`config.mk`:
```
export PLATFORM = sky130hd
export DESIGN_NAME = veerwolf_io
export DESIGN_NICKNAME = d
export VERILOG_FILES = /design/src/logic/veerwolf_io_pkg.sv /design/src/logic/veerwolf_io.sv /design/src/logic/gpio_regs.sv /design/src/logic/syscon_regs.sv /design/src/logic/io_addr_decoder.sv /design/src/logic/axil_reg_bridge.sv
export SDC_FILE = /design/constraint.sdc
export NUM_CORES = 1
export LEC_CHECK = 0
export ABC_AREA = 1
export BUFFER_PORTS_ARGS = -buffer_cell sky130_fd_sc_hd__buf_2
export CORE_MARGIN = 5
export CORE_UTILIZATION = 42
export DETAILED_ROUTE_END_ITERATION = 10
export GPL_ROUTABILITY_DRIVEN = 0
export HOLD_SLACK_MARGIN = 0.02
export PLACE_DENSITY_LB_ADDON = 0.25
export SLEW_MARGIN = 30
export SYNTH_ARGS = -nofsm -noshare
export SYNTH_HDL_FRONTEND = slang
export SYNTH_SLANG_ARGS = --single-unit
```
`constraint.sdc`:
```
create_clock -name clk -period 2.3 [get_ports clk]
set_input_delay 0.115 -clock clk [delete_from_list [all_inputs] [get_ports clk]]
set_output_delay 0.115 -clock clk [all_outputs]
set_load 0.02 [all_outputs]
```
`src/logic/veerwolf_io_pkg.sv`:
```
// VeeRwolf I/O subsystem definitions
package veerwolf_io_pkg;

   localparam int ADDR_W = 16;
   localparam int DATA_W = 32;
   localparam int STRB_W = DATA_W / 8;

   // Peripheral regions of 0x100 bytes each
   localparam logic [ADDR_W-1:0] SYSCON_BASE = 16'h1000;
   localparam logic [ADDR_W-1:0] GPIO_BASE   = 16'h1400;
   localparam logic [ADDR_W-1:0] REGION_MASK = 16'hFF00;

   // System controller offsets
   localparam logic [ADDR_W-1:0] SYS_STATUS      = 16'h0000;
   localparam logic [ADDR_W-1:0] SYS_SWIRQ       = 16'h0004;
   localparam logic [ADDR_W-1:0] SYS_NMI_VEC     = 16'h0008;
   localparam logic [ADDR_W-1:0] SYS_MTIME_LO    = 16'h0010;
   localparam logic [ADDR_W-1:0] SYS_MTIME_HI    = 16'h0014;
   localparam logic [ADDR_W-1:0] SYS_MTIMECMP_LO = 16'h0018;
   localparam logic [ADDR_W-1:0] SYS_MTIMECMP_HI = 16'h001C;

   // GPIO offsets
   localparam logic [ADDR_W-1:0] GPIO_IN       = 16'h0000;
   localparam logic [ADDR_W-1:0] GPIO_OUT      = 16'h0004;
   localparam logic [ADDR_W-1:0] GPIO_OE       = 16'h0008;
   localparam logic [ADDR_W-1:0] GPIO_IRQ_EN   = 16'h000C;
   localparam logic [ADDR_W-1:0] GPIO_IRQ_STAT = 16'h0010;

   localparam logic [1:0] RESP_OKAY   = 2'b00;
   localparam logic [1:0] RESP_SLVERR = 2'b10;

   typedef struct packed {
      logic              awvalid;
      logic [ADDR_W-1:0] awaddr;
      logic              wvalid;
      logic [DATA_W-1:0] wdata;
      logic [STRB_W-1:0] wstrb;
      logic              bready;
      logic              arvalid;
      logic [ADDR_W-1:0] araddr;
      logic              rready;
   } axil_req_t;

   typedef struct packed {
      logic              awready;
      logic              wready;
      logic              bvalid;
      logic [1:0]        bresp;
      logic              arready;
      logic              rvalid;
      logic [DATA_W-1:0] rdata;
      logic [1:0]        rresp;
   } axil_rsp_t;

   typedef struct packed {
      logic              valid;
      logic              we;
      logic [ADDR_W-1:0] addr;
      logic [DATA_W-1:0] wdata;
      logic [STRB_W-1:0] wstrb;
   } regbus_req_t;

   typedef struct packed {
      logic [DATA_W-1:0] rdata;
      logic              err;
   } regbus_rsp_t;

   // Byte lanes to bit mask
   function automatic logic [DATA_W-1:0] strb_mask(input logic [STRB_W-1:0] strb);
      logic [DATA_W-1:0] mask;
      for (int i = 0; i < STRB_W; i++) begin
         mask[8*i +: 8] = {8{strb[i]}};
      end
      return mask;
   endfunction

   function automatic logic [DATA_W-1:0] apply_strb(input logic [DATA_W-1:0] old,
                                                    input logic [DATA_W-1:0] wdata,
                                                    input logic [STRB_W-1:0] strb);
      logic [DATA_W-1:0] mask;
      mask = strb_mask(strb);
      return (old & ~mask) | (wdata & mask);
   endfunction

endpackage
```
`src/logic/veerwolf_io.sv`:
```
// VeeRwolf I/O subsystem top
`timescale 1ns/1ps

module veerwolf_io import veerwolf_io_pkg::*; #(
   parameter int GPIO_WIDTH = 32
) (
   input  logic                  clk,
   input  logic                  i_arst_n,
   input  axil_req_t             i_axil,
   output axil_rsp_t             o_axil,
   input  logic [GPIO_WIDTH-1:0] i_gpio,
   output logic [GPIO_WIDTH-1:0] o_gpio,
   output logic [GPIO_WIDTH-1:0] o_gpio_oe,
   output logic                  o_gpio_irq,
   input  logic                  i_ram_init_done,
   input  logic                  i_ram_init_error,
   output logic                  o_timer_irq,
   output logic                  o_sw_irq3,
   output logic                  o_sw_irq4,
   output logic [DATA_W-1:0]     o_nmi_vec
);

   regbus_req_t       bus_req;
   regbus_rsp_t       bus_rsp;
   regbus_req_t       sys_req;
   regbus_req_t       gpio_req;
   logic [DATA_W-1:0] sys_rdata;
   logic [DATA_W-1:0] gpio_rdata;

   axil_reg_bridge u_bridge (
      .clk      (clk),
      .i_arst_n (i_arst_n),
      .i_axil   (i_axil),
      .o_axil   (o_axil),
      .o_reg    (bus_req),
      .i_reg    (bus_rsp)
   );

   io_addr_decoder u_decoder (
      .i_reg        (bus_req),
      .o_reg        (bus_rsp),
      .o_sys_req    (sys_req),
      .i_sys_rdata  (sys_rdata),
      .o_gpio_req   (gpio_req),
      .i_gpio_rdata (gpio_rdata)
   );

   syscon_regs u_syscon (
      .clk              (clk),
      .i_arst_n         (i_arst_n),
      .i_req            (sys_req),
      .o_rdata          (sys_rdata),
      .i_ram_init_done  (i_ram_init_done),
      .i_ram_init_error (i_ram_init_error),
      .o_timer_irq      (o_timer_irq),
      .o_sw_irq3        (o_sw_irq3),
      .o_sw_irq4        (o_sw_irq4),
      .o_nmi_vec        (o_nmi_vec)
   );

   gpio_regs #(
      .GPIO_WIDTH (GPIO_WIDTH)
   ) u_gpio (
      .clk        (clk),
      .i_arst_n   (i_arst_n),
      .i_req      (gpio_req),
      .o_rdata    (gpio_rdata),
      .i_gpio     (i_gpio),
      .o_gpio     (o_gpio),
      .o_gpio_oe  (o_gpio_oe),
      .o_gpio_irq (o_gpio_irq)
   );

endmodule

```
`src/logic/gpio_regs.sv`:
```
// GPIO registers and edge interrupts
`timescale 1ns/1ps

module gpio_regs import veerwolf_io_pkg::*; #(
   parameter int GPIO_WIDTH = 32
) (
   input  logic                  clk,
   input  logic                  i_arst_n,
   input  regbus_req_t           i_req,
   output logic [DATA_W-1:0]     o_rdata,
   input  logic [GPIO_WIDTH-1:0] i_gpio,
   output logic [GPIO_WIDTH-1:0] o_gpio,
   output logic [GPIO_WIDTH-1:0] o_gpio_oe,
   output logic                  o_gpio_irq
);

   logic [GPIO_WIDTH-1:0] gpio_meta;
   logic [GPIO_WIDTH-1:0] gpio_sync;
   logic [GPIO_WIDTH-1:0] gpio_prev;
   logic [GPIO_WIDTH-1:0] gpio_out;
   logic [GPIO_WIDTH-1:0] gpio_oe;
   logic [GPIO_WIDTH-1:0] irq_en;
   logic [GPIO_WIDTH-1:0] irq_stat;
   logic [GPIO_WIDTH-1:0] rise;
   logic [GPIO_WIDTH-1:0] w1c;
   logic                  wr_en;

   assign wr_en = i_req.valid & i_req.we;
   // Enabled rising edges only
   assign rise  = gpio_sync & ~gpio_prev & irq_en;
   assign w1c   = (wr_en && i_req.addr == GPIO_IRQ_STAT) ?
                  GPIO_WIDTH'(i_req.wdata & strb_mask(i_req.wstrb)) : '0;

   always_ff @(posedge clk or negedge i_arst_n) begin
      if (!i_arst_n) begin
         gpio_meta <= '0;
         gpio_sync <= '0;
         gpio_prev <= '0;
         gpio_out  <= '0;
         gpio_oe   <= '0;
         irq_en    <= '0;
         irq_stat  <= '0;
      end else begin
         gpio_meta <= i_gpio;
         gpio_sync <= gpio_meta;
         gpio_prev <= gpio_sync;
         // New edge beats a clear in the same cycle
         irq_stat  <= (irq_stat & ~w1c) | rise;
         if (wr_en) begin
            case (i_req.addr)
               GPIO_OUT: begin
                  gpio_out <= GPIO_WIDTH'(apply_strb(DATA_W'(gpio_out), i_req.wdata,
                                                     i_req.wstrb));
               end
               GPIO_OE: begin
                  gpio_oe <= GPIO_WIDTH'(apply_strb(DATA_W'(gpio_oe), i_req.wdata,
                                                    i_req.wstrb));
               end
               GPIO_IRQ_EN: begin
                  irq_en <= GPIO_WIDTH'(apply_strb(DATA_W'(irq_en), i_req.wdata,
                                                   i_req.wstrb));
               end
               default: ;
            endcase
         end
      end
   end

   always_comb begin
      case (i_req.addr)
         GPIO_IN:       o_rdata = DATA_W'(gpio_sync);
         GPIO_OUT:      o_rdata = DATA_W'(gpio_out);
         GPIO_OE:       o_rdata = DATA_W'(gpio_oe);
         GPIO_IRQ_EN:   o_rdata = DATA_W'(irq_en);
         GPIO_IRQ_STAT: o_rdata = DATA_W'(irq_stat);
         default:       o_rdata = '0;
      endcase
   end

   assign o_gpio     = gpio_out;
   assign o_gpio_oe  = gpio_oe;
   assign o_gpio_irq = |(irq_stat & irq_en);

endmodule

```
`src/logic/syscon_regs.sv`:
```
// System controller registers
`timescale 1ns/1ps

module syscon_regs import veerwolf_io_pkg::*; (
   input  logic              clk,
   input  logic              i_arst_n,
   input  regbus_req_t       i_req,
   output logic [DATA_W-1:0] o_rdata,
   input  logic              i_ram_init_done,
   input  logic              i_ram_init_error,
   output logic              o_timer_irq,
   output logic              o_sw_irq3,
   output logic              o_sw_irq4,
   output logic [DATA_W-1:0] o_nmi_vec
);

   logic [63:0]       mtime;
   logic [63:0]       mtimecmp;
   logic [1:0]        sw_irq;
   logic [DATA_W-1:0] nmi_vec;
   logic              wr_en;

   assign wr_en = i_req.valid & i_req.we;

   always_ff @(posedge clk or negedge i_arst_n) begin
      if (!i_arst_n) begin
         mtime       <= '0;
         mtimecmp    <= '1;
         sw_irq      <= '0;
         nmi_vec     <= '0;
         o_timer_irq <= 1'b0;
      end else begin
         mtime       <= mtime + 64'd1;
         o_timer_irq <= (mtime >= mtimecmp);
         if (wr_en) begin
            case (i_req.addr)
               SYS_SWIRQ: begin
                  if (i_req.wstrb[0]) begin
                     sw_irq <= i_req.wdata[1:0];
                  end
               end
               SYS_NMI_VEC: nmi_vec <= apply_strb(nmi_vec, i_req.wdata, i_req.wstrb);
               SYS_MTIMECMP_LO: begin
                  mtimecmp[31:0] <= apply_strb(mtimecmp[31:0], i_req.wdata, i_req.wstrb);
               end
               SYS_MTIMECMP_HI: begin
                  mtimecmp[63:32] <= apply_strb(mtimecmp[63:32], i_req.wdata, i_req.wstrb);
               end
               default: ;
            endcase
         end
      end
   end

   // Read mux by offset
   always_comb begin
      case (i_req.addr)
         SYS_STATUS:      o_rdata = {{(DATA_W-2){1'b0}}, i_ram_init_error, i_ram_init_done};
         SYS_SWIRQ:       o_rdata = {{(DATA_W-2){1'b0}}, sw_irq};
         SYS_NMI_VEC:     o_rdata = nmi_vec;
         SYS_MTIME_LO:    o_rdata = mtime[31:0];
         SYS_MTIME_HI:    o_rdata = mtime[63:32];
         SYS_MTIMECMP_LO: o_rdata = mtimecmp[31:0];
         SYS_MTIMECMP_HI: o_rdata = mtimecmp[63:32];
         default:         o_rdata = '0;
      endcase
   end

   assign o_sw_irq3 = sw_irq[0];
   assign o_sw_irq4 = sw_irq[1];
   assign o_nmi_vec = nmi_vec;

endmodule

```
`src/logic/io_addr_decoder.sv`:
```
// I/O region decoder
`timescale 1ns/1ps

module io_addr_decoder import veerwolf_io_pkg::*; (
   input  regbus_req_t       i_reg,
   output regbus_rsp_t       o_reg,
   output regbus_req_t       o_sys_req,
   input  logic [DATA_W-1:0] i_sys_rdata,
   output regbus_req_t       o_gpio_req,
   input  logic [DATA_W-1:0] i_gpio_rdata
);

   logic              sys_hit;
   logic              gpio_hit;
   logic [ADDR_W-1:0] offset;

   assign sys_hit  = (i_reg.addr & REGION_MASK) == SYSCON_BASE;
   assign gpio_hit = (i_reg.addr & REGION_MASK) == GPIO_BASE;
   assign offset   = i_reg.addr & ~REGION_MASK;

   // Peripherals see the in-region offset only
   always_comb begin
      o_sys_req       = i_reg;
      o_sys_req.addr  = offset;
      o_sys_req.valid = i_reg.valid & sys_hit;

      o_gpio_req       = i_reg;
      o_gpio_req.addr  = offset;
      o_gpio_req.valid = i_reg.valid & gpio_hit;
   end

   always_comb begin
      if (sys_hit) begin
         o_reg.rdata = i_sys_rdata;
      end else if (gpio_hit) begin
         o_reg.rdata = i_gpio_rdata;
      end else begin
         o_reg.rdata = '0;
      end
      // Unmapped access
      o_reg.err = ~sys_hit & ~gpio_hit;
   end

endmodule

```
`src/logic/axil_reg_bridge.sv`:
```
// AXI4-Lite to register bus bridge
`timescale 1ns/1ps

module axil_reg_bridge import veerwolf_io_pkg::*; (
   input  logic        clk,
   input  logic        i_arst_n,
   input  axil_req_t   i_axil,
   output axil_rsp_t   o_axil,
   output regbus_req_t o_reg,
   input  regbus_rsp_t i_reg
);

   logic              idle;
   logic              wr_go;
   logic              rd_go;
   logic              bvalid_q;
   logic              rvalid_q;
   logic [1:0]        bresp_q;
   logic [1:0]        rresp_q;
   logic [DATA_W-1:0] rdata_q;

   // ************************************************************
   // Arbitration with one transaction in flight
   // ************************************************************

   assign idle  = ~bvalid_q & ~rvalid_q;
   // Write wins a tie with a read
   assign wr_go = idle & i_axil.awvalid & i_axil.wvalid;
   assign rd_go = idle & i_axil.arvalid & ~wr_go;

   always_comb begin
      o_axil.awready = wr_go;
      o_axil.wready  = wr_go;
      o_axil.bvalid  = bvalid_q;
      o_axil.bresp   = bresp_q;
      o_axil.arready = rd_go;
      o_axil.rvalid  = rvalid_q;
      o_axil.rdata   = rdata_q;
      o_axil.rresp   = rresp_q;
   end

   // Register access lives only in the handshake cycle
   always_comb begin
      o_reg.valid = wr_go | rd_go;
      o_reg.we    = wr_go;
      o_reg.addr  = wr_go ? i_axil.awaddr : i_axil.araddr;
      o_reg.wdata = i_axil.wdata;
      o_reg.wstrb = i_axil.wstrb;
   end

   // ************************************************************
   // Response channels
   // ************************************************************

   always_ff @(posedge clk or negedge i_arst_n) begin
      if (!i_arst_n) begin
         bvalid_q <= 1'b0;
         rvalid_q <= 1'b0;
      end else begin
         if (wr_go) begin
            bvalid_q <= 1'b1;
         end else if (i_axil.bready) begin
            bvalid_q <= 1'b0;
         end
         if (rd_go) begin
            rvalid_q <= 1'b1;
         end else if (i_axil.rready) begin
            rvalid_q <= 1'b0;
         end
      end
   end

   // Payload held until the master takes it
   always_ff @(posedge clk) begin
      if (wr_go) begin
         bresp_q <= i_reg.err ? RESP_SLVERR : RESP_OKAY;
      end
      if (rd_go) begin
         rresp_q <= i_reg.err ? RESP_SLVERR : RESP_OKAY;
         rdata_q <= i_reg.err ? '0 : i_reg.rdata;
      end
   end

endmodule

```
==> impl_metrics.csv, run 1 <==
group,metric,value,unit
drt,first_iter_violations,2452,
floorplan,die_y,232,um
layout,layout.nets,3046,
logic_synthesis,yosysWarnings,0,
logic_synthesis,synth-seq-cells,423,
drt,wl,76800,um
timing,setup_viol,61,
clock_tree,clkTransAtPathRegs,0.07,ns
floorplan,dieArea,53600,um2
floorplan,ios,250,
timing,period_share,1.05,
clock_tree,h-tree-depth,2,
pwr,vdd_ir_drop_max,0.559,mV
timing,finalWorstPathRequiredPeriod,2.41,ns
floorplan,rows,81,
logic_synthesis,ys_types,52,
clock_tree,cts_root_buffer,"clkbuf_16",
status,violations,"setup timing",
critical_path,rr_worst_depth,15,
critical_path,reg2reg_to,"u_bridge.rdata_q[21]",
place,port_buffers,247,
layout,antenna_cells,0,
critical_path,worst_setup_path_end_kind,"flop",
run,max_cap_viol_count,0,
global_route,grt_util_met2,0.418,
hold_path,hold_end,"u_gpio.irq_stat[14]",
timing,hold_violations,0,
pwr,power,17.6,mW
timing,drv_slew,0,
timing,fin_ws,-0.114,ns
layout,layout-drive-gt1-share,0.279,
timing,worst_pin_slew,0.747,ns
logic_synthesis,synth_top_cell_area_share,0.394,
timing,whs,0.0764,ns
critical_path,r2r_start,"u_bridge.rvalid_q",
global_route,met3_usage,0.0440,
logic_synthesis,synth_top_cell_by_area,"dfrtp_1",
timing,max_slew_margin,0.502,
critical_path,reg2reg_slack,-0.11,ns
drt,via_per_inst,5.63,
drt,vias,20103,
drt,remaining_drc_errors,0,
clock_tree,cts_buffer_depth,3,
place,pre_cts_slack,-0.302,ns
critical_path,start_kind,"flop",
clock_tree,tritoncts,"built",
floorplan,start_util,0.423,
pwr,leakagePower,13.1,nW
logic_synthesis,synth_edf_count,34,
floorplan,fp.coreArea,48700,um2
timing,skew,0.0363,ns
logic_synthesis,synthFlopType,"dfrtp_1",
timing,tns,-2.01,ns
drt,wl_per_cell,21.5,um
global_route,grt_max_degree,111,
hold_path,hold_class,"in -> reg",
logic_synthesis,synth.most_common_cell,"nand2_1",
timing,max_freq,414,MHz
drt,final_antenna_net_count,0,
logic_synthesis,ys_top_cells_by_area,"dfrtp_1 (39%), nand2_1 (10%), dfstp_2 (8.2%)",
logic_synthesis,async_flop_share,0.920,
global_route,antenna_found_initial,2,
logic_synthesis,syn-mean-instance-area,8.67,um2
critical_path,criticalPathCategory,"reg -> reg",
timing,rsz0062_at_grt,"yes",
place,place_hpwl,53500,um
logic_synthesis,syn_area,20600,um2
pwr,power.density,622,nW/um2
layout,multi_input_area,9660,um2
floorplan,dieWidth,232,um
layout,area_delta_synth_final,37.0,%
global_route,use_met1,0.370,
critical_path,worstPathMaxFanout,6,
hold_path,holdPathStages,4,
drt,drt_pass1_iterations,6,
global_route,grt_use_total,0.263,
global_route,gr-max-usage-layer,"met2",
clock_tree,cts.sinks,423,
clock_tree,cts_made_buffers,46,
status,status,"finished with violations",
clock_tree,clk_latency,0.61,ns
logic_synthesis,seq_area_frac_synth,0.525,
global_route,grt_pass1_wl,110000,um
global_route,overflow,0,
hold_path,hp-start,"i_axil[20]",
logic_synthesis,netlist_top_cells_count,"nand2_1 (559), dfrtp_1 (325), nand3_1 (306), o21ai_0 (227), inv_1 (194)",
critical_path,cp.arrival,2.76,ns
logic_synthesis,postSynthCellCount,2378,
critical_path,required,2.65,ns
global_route,first_global_vias,18774,
layout,layout.area.seq,10800,um2
layout,fillers,4120,
-- report_power, final --
part           internal (mW)  total, mW  switching [mW]
logic                  0.603       1.55           0.949
clock network           4.97       8.19            3.22
registers               7.72       7.82           0.103
-- logic make-up after synthesis --
group                    Yosys count  synth area share
AND/OR/NAND/NOR                 1101             0.237
AO/OA/AOI/OAI                    429             0.114
flip-flops                       423             0.525
buffers and inverters            298            0.0580
adder cells (fa/ha/maj)           65            0.0394
XOR/XNOR                          61            0.0259
other                              1          0.000182
-- how the worst max path moves through the flow --
stage,startpoint,to,slack [ns],cells after the start
floorplan,u_bridge.rvalid_q,u_bridge.rdata_q[20],0.11,11
global placement,u_bridge.rvalid_q,u_bridge.rdata_q[7],-0.21,13
detailed placement,u_bridge.rvalid_q,u_bridge.rdata_q[24],-0.30,14
CTS,flop,o_gpio_irq,-0.07,6
global route,u_bridge.rvalid_q,u_bridge.rdata_q[19],-0.20,13
finish,u_bridge.rvalid_q,u_bridge.rdata_q[21],-0.11,15
-- worst max-delay path, cell delays in order, from the launching register on --
cell	delay, ns
dfrtp_1	0.41
nor2_4	0.19
buf_6	0.13
nand3_4	0.11
nand2_4	0.12
nand2_4	0.07
nand2_4	0.08
buf_6	0.11
nor2_4	0.05
buf_12	0.12
buf_12	0.14
buf_12	0.14
nand3_2	0.06
o21ai_2	0.06
o21bai_1	0.26
a21oi_1	0.11
-- placed cells by master (no fill, tap or decap), types with 39 or more instances in the layout --
| cell | Yosys | layout |
|---|---|---|
| inv_1 | 194 | 190 |
| xor2_1 | 41 | 41 |
| buf_4 | 9 | 127 |
| dfrtp_1 | 325 | 323 |
| ha_1 | 65 | 65 |
| nand2_1 | 559 | 522 |
| o21ai_1 | 65 | 130 |
| nand3_2 | 4 | 57 |
| nor3_1 | 40 | 39 |
| a21oi_1 | 60 | 52 |
| o21ai_0 | 227 | 135 |
| nor2_1 | 98 | 82 |
| clkbuf_16 | 0 | 63 |
| dfstp_2 | 64 | 64 |
| dlygate4sd3_1 | 0 | 83 |
| nand3_1 | 306 | 248 |
| buf_2 | 28 | 246 |
-- through the flow --
stage               instance area [um2]  utilization  std cells
floorplan                         20600            -       2379
global placement                  23700        0.485       3349
detailed placement                23700        0.485       3349
CTS                               26700        0.547       3534
global route                      28300        0.580       3571
finish                            28300        0.580       3571
-- final cells by class --
cell class / count / area share
multi-input cells: 1661 / 0.342
clock inverters: 15 / 0.00948
clock buffers: 68 / 0.0502
flip-flops and latches: 423 / 0.384
repair buffers: 541 / 0.158
inverters: 199 / 0.0274
well taps: 664 / 0.0294
-- repair_timing --
| item | in CTS | in global routing |
|---|---|---|
| pin swaps | 17 | 88 |
| buffers inserted | 16 | 19 |
| hold buffers | 83 | 0 |
| gates resized for setup | 97 | 308 |
| cloned | 4 | 21 |
| hold endpoints to repair | 601 | 0 |
| endpoints found under the setup margin | 130 | 256 |
-- per-layer routing --
layer  routed length [um]  share of wire
met3                 6870          0.089
met1                31100           0.41
met2                35600           0.46
met5                   12        0.00016
met4                 3220          0.042
Note: power is estimated with default switching activity, not from simulation.
==> run 2, diff against run 1 <==
SYNTH_HIERARCHICAL = 1   (was unset)
==> run 2 against run 1 <==
The flow still finishes with violations (setup timing). Critical path type unchanged. Clock power shrank 5.5%. Highest routed layer is now met4. Non-clock buffer count fell by 46. Cell count increased by 15%. Die area increased by 15%. Routed wire length up 7.2%. Synthesized area increased by 15%. Sequential power is 0.6% lower. First-iteration DRC count down 3.2%. Via count grew 8.1%. Power fell by 4.5%.
==> impl_metrics.csv, run 2 <==
group,metric,value,unit
status,status,"finished with violations",
status,violations,"setup timing",
critical_path,rr_worst_depth,17,
clock_tree,tritoncts,"built",
logic_synthesis,postSynthCellCount,2987,
pwr,intPower,12.7,mW
logic_synthesis,synth_top_cell_by_area,"dfrtp_1",
layout,layout.nets,3480,
timing,hold_violations,0,
hold_path,hold_class,"in -> async",
drt,final_antenna_net_count,0,
clock_tree,clkTransAtPathRegs,0.06,ns
logic_synthesis,synth-seq-cells,423,
timing,tns,-36.51,ns
logic_synthesis,netlist_top_cells_count,"nand2_1 (865), dfrtp_1 (325), nand3_1 (321), inv_1 (315), nor2_1 (263)",
global_route,grt_pass1_wl,122000,um
critical_path,cp.arrival,3.12,ns
floorplan,ios,250,
drt,routed.top_layer,"met4",
drt,first_iter_violations,2374,
global_route,grt_max_degree,133,
place,place_hpwl,58400,um
place,pre_cts_slack,-0.262,ns
clock_tree,cts_root_buffer,"clkbuf_16",
layout,layout-drive-gt1-share,0.271,
place,port_buffers,247,
clock_tree,cts.sinks,423,
layout,layout_common_cells,"nand2_1 (776), dfrtp_1 (323), inv_1 (307)",
timing,period_share,1.13,
floorplan,start_util,0.423,
logic_synthesis,ys_top_cells_by_area,"dfrtp_1 (34%), nand2_1 (14%), dfstp_2 (7.1%)",
timing,finalWorstPathRequiredPeriod,2.60,ns
pwr,switching_power,4.09,mW
logic_synthesis,synth_top_cell_area_share,0.342,
timing,drv_slew,0,
layout,layout_commonest_cell,"nand2_1",
timing,rsz0062_at_grt,"yes",
critical_path,r2r_start,"u_bridge/bvalid_q",
global_route,overflow,0,
critical_path,crit_slowest_cell,"dfrtp_2",
floorplan,die_y,248,um
pwr,seqPwrFrac,0.464,
critical_path,startpoint,"u_bridge/bvalid_q",
critical_path,slowest_delay,0.44,ns
critical_path,criticalPathCategory,"reg -> reg",
pwr,leakagePower,14.3,nW
global_route,first_global_vias,20869,
floorplan,dieWidth,248,um
clock_tree,clk_latency,0.59,ns
pwr,vdd_ir_drop_max,0.517,mV
pwr,power.density,561,nW/um2
critical_path,cp_cell_sequence,"nor2_8 -> nand2_4 -> nand2_2 -> nand2_2 -> buf_6 -> nor2_4 -> nand2_4 -> nor2_4 -> buf_12 -> nand2_8 -> buf_6 -> buf_6 -> nor2_4 -> buf_6 -> clkbuf_16 -> nand3_2 -> nand2_1",
layout,instances_no_fill,4103,
drt,wl_met3,7290,um
timing,setup_viol,252,
drt,drt_pass1_iterations,6,
drt,vias,21723,
critical_path,required,2.82,ns
logic_synthesis,synth.most_common_cell,"nand2_1",
logic_synthesis,ys_types,42,
logic_synthesis,synthFlopType,"dfrtp_1",
floorplan,fp.coreArea,56300,um2
timing,fin_ws,-0.298,ns
logic_synthesis,syn-mean-instance-area,7.97,um2
timing,skew,0.0169,ns
floorplan,rows,87,
clock_tree,cts_buffer_depth,3,
drt,wl_per_cell,20.1,um
floorplan,dieArea,61600,um2
critical_path,path_common_cell,"buf_6",
logic_synthesis,async_flop_share,0.920,
clock_tree,h-tree-depth,2,
pwr,clockPowerShare,0.462,
timing,worst_pin_slew,0.874,ns
drt,wl,82300,um
drt,via_per_inst,5.29,
critical_path,start_kind,"flop",
global_route,grt_use_total,0.254,
drt,remaining_drc_errors,0,
critical_path,cp_top_family,"simple AND/OR/NAND/NOR gates",
critical_path,cp.buffers_inverters,6,
run,max_cap_viol_count,0,
logic_synthesis,syn_area,23800,um2
drt,wl_met2,37800,um
drt,wl_met1,33900,um
critical_path,worstPathMaxFanout,6,
timing,max_slew_margin,0.417,
critical_path,worst_setup_path_end_kind,"flop",
layout,area_delta_synth_final,25.6,%
logic_synthesis,synth_edf_count,34,
logic_synthesis,yosysWarnings,6,
pwr,sw_frac_of_total,0.244,
pwr,p_comb_frac,0.075,
critical_path,reg2reg_slack,-0.30,ns
place,dp_cells,3893,
clock_tree,cts_made_buffers,47,
logic_synthesis,seq_area_frac_synth,0.455,
global_route,antenna_found_initial,1,
timing,max_freq,385,MHz
run 2: cell count changes after synthesis, moves of 16 or more:
| cell | before | now |
|---|---|---|
| nor2_1 | 98 | 263 |
| inv_1 | 194 | 315 |
| o21ai_2 | 1 | 32 |
| buf_6 | 1 | 17 |
| clkbuf_1 | 52 | 20 |
| o21ai_0 | 227 | 48 |
| nand2_1 | 559 | 865 |
| buf_4 | 9 | 167 |
run 2: what timing repair did:
item / in CTS / in global routing
endpoints found under the hold margin: 599 / 0
gates resized for setup: 162 / 160
buffers inserted: 14 / 18
pin swaps: 51 / 88
endpoints found under the setup margin: 260 / 260
gates cloned: 11 / 11
hold buffers: 69 / 0
run 2: how the worst max path moves through the flow:
stage	to	cells after the start
after CTS	u_bridge/rdata_q[0]	19
final	flop	17
after global routing	flop	17
after global placement	u_bridge/rdata_q[13]	17
after detailed placement	u_bridge/rdata_q[25]	12
after floorplan	u_bridge/rdata_q[25]	19
run 2: metrics by stage:
stage	instance area (um2)	total power, mW	utilization	hold slack (ns)
4_1_cts	29000	16.8	0.515	0.0620
2_1_floorplan	23900	8.52	-	-0.181
6_report	29900	16.8	0.531	0.0754
3_5_place_dp	25800	8.89	0.458	0.0951
5_1_grt	29900	17.3	0.531	0.0932
3_3_place_gp	25800	8.88	0.458	0.101
run 2: power groups by stage:
stage               combinational, mW  sequential (mW)  clock, mW
finish                           1.26             7.77       7.74
floorplan                       0.610             7.91          0
global route                     1.35             7.78       8.17
global placement                0.981             7.90          0
detailed placement              0.991             7.90          0
CTS                              1.18             7.77       7.88
run 2: kinds of logic (layout without fill, tap and decap cells):
group,Yosys count,in the layout,synth area share
buf+inv,568,903,0.124
fa+ha+maj,65,65,0.0342
simple gates,1615,1622,0.301
flops,423,423,0.455
xor+xnor,59,59,0.0217
compound gates,255,255,0.0642
other cells,2,20,0.000315
run 2: cell type report:
cell class / instances / area, um2
well taps: 756 / 946
clock inverters: 18 / 191
flip-flops and latches: 423 / 10800
diodes: 2 / 5.00
multi-input cells: 2019 / 11200
fillers: 5040 / 26400
inverters: 320 / 1220
clock buffers: 70 / 1400
repair buffers: 495 / 4090
run 2: metal layers:
layer | vias to the layer above | GRT usage
li1 | 10021 | -
met4 | 0 | 0.0884
met5 | - | 0
met3 | 188 | 0.0502
met2 | 1053 | 0.397
met1 | 10461 | 0.356
